## src/rtl/fw_defines.svh

```systemverilog
`ifndef FW_DEFINES_SVH
`define FW_DEFINES_SVH

`define FW_VALUE_W      128
`define FW_ADDR_W       7
`define FW_UNIT_ID_W    3
`define FW_LAT_W        4
`define FW_NUM_STAGES   8  // seven execution stages plus write-back

`define FW_RECORD_W     (`FW_UNIT_ID_W + `FW_VALUE_W + 1 + `FW_ADDR_W + `FW_LAT_W)

// record fields use big-endian numbering, bit 0 is the first bit on the bus
`define FW_ID_MSB       0
`define FW_ID_LSB       (`FW_ID_MSB + `FW_UNIT_ID_W - 1)
`define FW_VALUE_MSB    (`FW_ID_LSB + 1)
`define FW_VALUE_LSB    (`FW_VALUE_MSB + `FW_VALUE_W - 1)
`define FW_WE_BIT       (`FW_VALUE_LSB + 1)
`define FW_ADDR_MSB     (`FW_WE_BIT + 1)
`define FW_ADDR_LSB     (`FW_ADDR_MSB + `FW_ADDR_W - 1)
`define FW_LAT_MSB      (`FW_ADDR_LSB + 1)
`define FW_LAT_LSB      (`FW_LAT_MSB + `FW_LAT_W - 1)

`endif
```

## src/rtl/fw_pkg.sv

```systemverilog
`include "fw_defines.svh"

package fw_pkg;

    typedef logic [0:`FW_ADDR_W-1]   reg_addr_t;
    typedef logic [0:`FW_VALUE_W-1]  reg_value_t;
    typedef logic [0:`FW_LAT_W-1]    unit_latency_t;
    typedef logic [0:`FW_RECORD_W-1] stage_record_t;

    // index is the stage depth, 1 is the youngest and 8 is write-back
    typedef stage_record_t [1:`FW_NUM_STAGES] stage_records_t;
    typedef reg_value_t    [1:`FW_NUM_STAGES] stage_values_t;
    typedef reg_addr_t     [1:`FW_NUM_STAGES] stage_addrs_t;
    typedef logic          [1:`FW_NUM_STAGES] stage_ready_t;

endpackage

```

## src/rtl/fw_operand_latch.sv

```systemverilog
`timescale 1ns/100ps

module fw_operand_latch import fw_pkg::*; (
    input  logic       clock,
    input  logic       rst_n,
    input  reg_value_t ra_fw_ep,
    input  reg_value_t rb_fw_ep,
    input  reg_value_t rc_fw_ep,
    input  reg_value_t ra_fw_op,
    input  reg_value_t rb_fw_op,
    output reg_value_t ra_value_fw_ep,
    output reg_value_t rb_value_fw_ep,
    output reg_value_t rc_value_fw_ep,
    output reg_value_t ra_value_fw_op,
    output reg_value_t rb_value_fw_op
);

    // operand registers of the next stage, a new set lands every cycle
    always_ff @(posedge clock) begin
        if (!rst_n) begin
            ra_value_fw_ep <= '0;
            rb_value_fw_ep <= '0;
            rc_value_fw_ep <= '0;
            ra_value_fw_op <= '0;
            rb_value_fw_op <= '0;
        end else begin
            ra_value_fw_ep <= ra_fw_ep;
            rb_value_fw_ep <= rb_fw_ep;
            rc_value_fw_ep <= rc_fw_ep;
            ra_value_fw_op <= ra_fw_op;
            rb_value_fw_op <= rb_fw_op;
        end
    end

    // the next stage must never see a stale operand coming out of reset
    a_reset_clears: assert property (
        @(posedge clock)
        !rst_n |=> (ra_value_fw_ep == '0) && (rb_value_fw_ep == '0)
                   && (rc_value_fw_ep == '0) && (ra_value_fw_op == '0)
                   && (rb_value_fw_op == '0)
    ) else $error("operand registers not cleared after reset");

endmodule

```

## config.mk

```make
export PLATFORM = sky130hd
export DESIGN_NAME = fw_operand_latch
export DESIGN_NICKNAME = d
export VERILOG_FILES = /design/src/rtl/fw_pkg.sv /design/src/rtl/fw_operand_latch.sv
export VERILOG_INCLUDE_DIRS = /design/src /design/src/rtl
export SDC_FILE = /design/constraint.sdc
export NUM_CORES = 1
export LEC_CHECK = 0
export ABC_AREA = 1
export BUFFER_PORTS_ARGS = -buffer_cell sky130_fd_sc_hd__buf_2
export CAP_MARGIN = 15
export CORE_AREA = 2 2 499 501
export DETAILED_ROUTE_END_ITERATION = 16
export DIE_AREA = 0 0 501 503
export PLACE_DENSITY_LB_ADDON = 0.05
export SLEW_MARGIN = 20
export SYNTH_ARGS = -nofsm -noshare
export SYNTH_HDL_FRONTEND = slang
export SYNTH_SLANG_ARGS = --single-unit
```

## constraint.sdc

```tcl
create_clock -name clock -period 0.8 [get_ports clock]
set_input_delay 0.12 -clock clock [delete_from_list [all_inputs] [get_ports clock]]
set_output_delay 0.12 -clock clock [all_outputs]
set_load 0.005 [all_outputs]
```

Word-level counts from Yosys, hierarchy flattened
Cells that the tools add are included.
Operators by class
  add/sub/neg operators: 0
  multipliers: 0
  div/mod/pow operators: 0
  $lt $le $gt $ge: 0
  eq/ne operators: 0
  shift-type cells: 0
  mux-type cells: 0
  bitwise logic cells: 0
  reduce and logical (&&, ||, !) cells: 0
Storage, ports and cells
  register bits: 640
  latch bits: 0
  RAM bits: 0
  bits in read-only memories: 0
  input bits: 642
  output and inout bits: 640
  memories kept: 0

Logic depth before layout (Yosys ltp)
  depth after elaboration: 0
  gate-level depth with buffers: 5
  gate-level depth less buffers: 2

Worst setup path after synthesis
No wires, ideal clock.
  path type: input to register
  start: in rst_n
  end: reg ra_value_fw_ep[0]
  data arrival time: 0.625 ns
  path slack: 0.066 ns
  stages: 5
  buffers on the path: 3
  cells stage by stage: buf_4 buf_6 buf_6 nand2_1 inv_1
RTL lines
  start, declared: line fw_operand_latch.sv:5  | input logic rst_n,
  end signal, assigned: line fw_operand_latch.sv:27  | ra_value_fw_ep <= ra_fw_ep;
  end, declared: line fw_operand_latch.sv:11  | output reg_value_t ra_value_fw_ep,
No word-level cell between the ends.

Worst setup path in the final report
  start: reg ra_value_fw_op[0]
  end: out ra_value_fw_op[0]
RTL lines
  start, declared: line fw_operand_latch.sv:14  | output reg_value_t ra_value_fw_op,
  start signal, assigned: line fw_operand_latch.sv:30  | ra_value_fw_op <= ra_fw_op;
No word-level cell between the ends.

==> impl_metrics.yaml <==
run_status:
  outcome: "complete, but fails checks"
  failed_checks: "setup timing"
setup_path:
  worstSetupEndpointType: "primary output"
  critical_path_buf_inv_count: 1
  cp_num_cells: 1
  cell_family_contributing_the_most_delay_on_the_critical_path: "flip-flops"
  cpMaxStageDelayCell: "sky130_fd_sc_hd__dfxtp_4"
  worst-endpoint-arrival_ns: 1.20
  crit_chain: "buf_6"
  worstSetupStartpointType: "register"
  worst-path-max-fanout: 1
  cp.required_ns: 0.68
  critical_path_class: "reg2out"
  crit_path_max_incr_delay_ns: 0.36
global_route:
  global_route_usage_over_all_layers_pct: 10.7
  grt_first_pass_wirelength_um: 185000
  number_of_global_route_vias_before_repair: 22500
  grt-ovfl-total: 0
  antenna_found_initial: 51
  maximum_number_of_pins_on_one_net_before_global_route_repair: 47
yosys:
  yosys.area_share.xor_xnor_pct: 0
  synthMuxAreaShare_pct: 0
  post_synth_top_flop: "sky130_fd_sc_hd__dfxtp_1"
  simple_logic_cell_fraction_of_the_synthesized_area_pct: 13.1
  netlist_top_cells_area: "sky130_fd_sc_hd__dfxtp_1 70%, sky130_fd_sc_hd__inv_1 13%, sky130_fd_sc_hd__nand2_1 13%, sky130_fd_sc_hd__buf_6 4.0%, sky130_fd_sc_hd__buf_2 0.11%"
  synth.yosys.seq_area_share_pct: 69.7
  synth_area_leader_cell: "sky130_fd_sc_hd__dfxtp_1"
  synth_enable_flop_cells: 0
  synthesis.area_um2: 18400
  portion_of_synthesized_cell_area_occupied_by_the_leading_cell_type_pct: 69.7
  synth_compound_area_share_pct: 0
  yosysWarningCount: 0
  synth-async-reset-ratio_pct: 0
  yosys.area_share.adder_pct: 0
  synth_seq_cells: 640
  post_synth_inst_count: 1991
  synthTopCellsByCount: "640 x sky130_fd_sc_hd__dfxtp_1, 640 x sky130_fd_sc_hd__inv_1, 640 x sky130_fd_sc_hd__nand2_1"
  post_synth_num_cell_types: 6
  avgSynthCellArea_um2: 9.24
  combinational_family_with_the_most_area_after_synthesis: "buffers and inverters"
  synth.net_count: 2633
layout:
  area.growth.synth_to_final_pct: 146
  postLayoutCoreUtil_pct: 18.3
  fin_nets: 4977
  share_of_cells_above_drive_strength_1_pct: 43.6
detailed_routing:
  first_pass_iters: 4
  wirelength_um: 141000
  initialDrtViolationCount: 520
  route.detailed.wl_per_inst_um: 18.4
  drcViolationCount: 0
  routed-via-count: 20600
  ant_nets: 0
  vias_per_cell: 2.68
timing:
  tightestPinTransition_ns: 0.460
  final_period_minus_worst_setup_slack_ns: 1.32
  maxClockFrequency_mhz: 756
  fin_hold_ws_ns: 0.0238
  final_critical_path_setup_slack_ns: -0.523
  fin_crit_sh_pct: 165
  timing_hold_violations_final: 0
  setup_viol_count_final: 779
  max_slew_headroom_pct: 69.3
  drv_slew: 0
  grt_setup_unrepaired: "true"
floorplan:
  die-height_um: 503
  core_area_um2: 247000
  rows: 183
  floorplan.initialDensity_pct: 7.44
  die_footprint_um2: 252000
  top_level_ports: 1282
  die_x_um: 501
clock_network:
  cts_tree: "done"
  ctsRootBufferMaster: "sky130_fd_sc_hd__clkbuf_16"
  num_clock_sinks: 640
  clock_tree.buffer_depth: 3
  h-tree-depth: 3
  cts_buffers: 98
  post-cts-setup-buffers: 0
  clkSlewWorstSetupHoldPaths_ns: 0.05
hold_path:
  hold_depth: 5
  min_delay_worst_endpoint: "rc_value_fw_ep[119]"
  worst_hold_path_type: "in2reg"
  worstHoldStart: "rst_n"
placed_design:
  detailed_place_hpwl_um: 115000
  port_buffers: 1281
  dp_worst_setup_slack_ns: -0.270
  finalWeightedCongestion: 0.729
run:
  max-cap-violations: 0
pwr:
  powerDensity_nw_per_um2: 2010
  peakVddDrop_uv: 1360
  power.leakage_uw: 0.0240
cell type report:
cell class / instances / area, um^2
inverter: 640 / 2400
timing repair buffer: 2315 / 19700
clock inverter: 22 / 260
antenna: 32 / 80.1
multi-input combinational: 640 / 2400
tap: 3237 / 4050
clock buffer: 154 / 2910
fill: 28100 / 202000
sequential: 640 / 13400
sequential cells by signal, summed over array words and instances (netlist names):
register        count
ra_value_fw_op    128
rb_value_fw_ep    128
rb_value_fw_op    128
rc_value_fw_ep    128
ra_value_fw_ep    128
worst max path at each step:
stage,start,slack (ns),to
floorplan,rst_n,0.07,ra_value_fw_ep[0]
detailed placement,rst_n,-0.27,ra_value_fw_op[83]
global route,rb_value_fw_op[30],-0.63,rb_value_fw_op[30]
finish,ra_value_fw_op[0],-0.52,ra_value_fw_op[0]
global placement,rst_n,-0.25,rc_value_fw_ep[122]
CTS,rb_value_fw_op[30],-0.67,rb_value_fw_op[30]
logic make-up after synthesis:
kind of cell	Yosys count
buffers and inverters	711
flip-flops	640
AND/OR/NAND/NOR	640
cell usage in the layout, fill, tap and decap left out, types with 5 or more instances in the layout:
master,n
sky130_fd_sc_hd__dlygate4sd3_1,931
sky130_fd_sc_hd__buf_2,856
sky130_fd_sc_hd__nand2_1,640
sky130_fd_sc_hd__inv_1,639
sky130_fd_sc_hd__dfxtp_2,421
sky130_fd_sc_hd__buf_6,416
sky130_fd_sc_hd__dfxtp_1,205
sky130_fd_sc_hd__clkbuf_16,101
sky130_fd_sc_hd__dlymetal6s4s_1,41
sky130_fd_sc_hd__buf_4,38
sky130_fd_sc_hd__diode_2,32
sky130_fd_sc_hd__clkbuf_1,31
sky130_fd_sc_hd__clkbuf_8,25
sky130_fd_sc_hd__buf_12,22
sky130_fd_sc_hd__dfxtp_4,14
sky130_fd_sc_hd__clkinv_2,10
sky130_fd_sc_hd__buf_8,5
report_power, final:
group / total [uW] / leakage [uW] / switching [uW] / internal, uW
clock: 43700 / 0.00155 / 17800 / 25800
sequential: 34600 / 0.00545 / 722 / 33800
combinational: 12700 / 0.0170 / 5120 / 7540
per-layer routing:
metal | wire length [um] | part of all wire, % | track usage [%] | up-vias
li1 | - | - | - | 10100
met1 | 51700 | 37 | 11.0 | 9276
met2 | 66800 | 47 | 18.2 | 938
met3 | 17400 | 12 | 5.93 | 202
met4 | 5130 | 3.6 | 4.21 | 18
met5 | 130 | 0.092 | 0 | -
per-stage QoR:
stage	cell area, um^2	TNS [ns]	total power [uW]	cells
6_report	45200	-296.43	90900	7680
2_1_floorplan	18400	0	36800	1991
3_5_place_dp	28800	-95.11	42400	6500
5_1_grt	45200	-357.30	96200	7666
4_1_cts	44100	-399.47	93700	7670
3_3_place_gp	28800	-90.21	42500	6500
what timing repair did:
item                                   CTS  global route
hold buffers                           994             7
gates resized for setup                769           350
setup endpoints to repair              640           802
cloned                                   0             3
endpoints found under the hold margin  640            12
No activity file was read; power rests on OpenSTA's default activity.
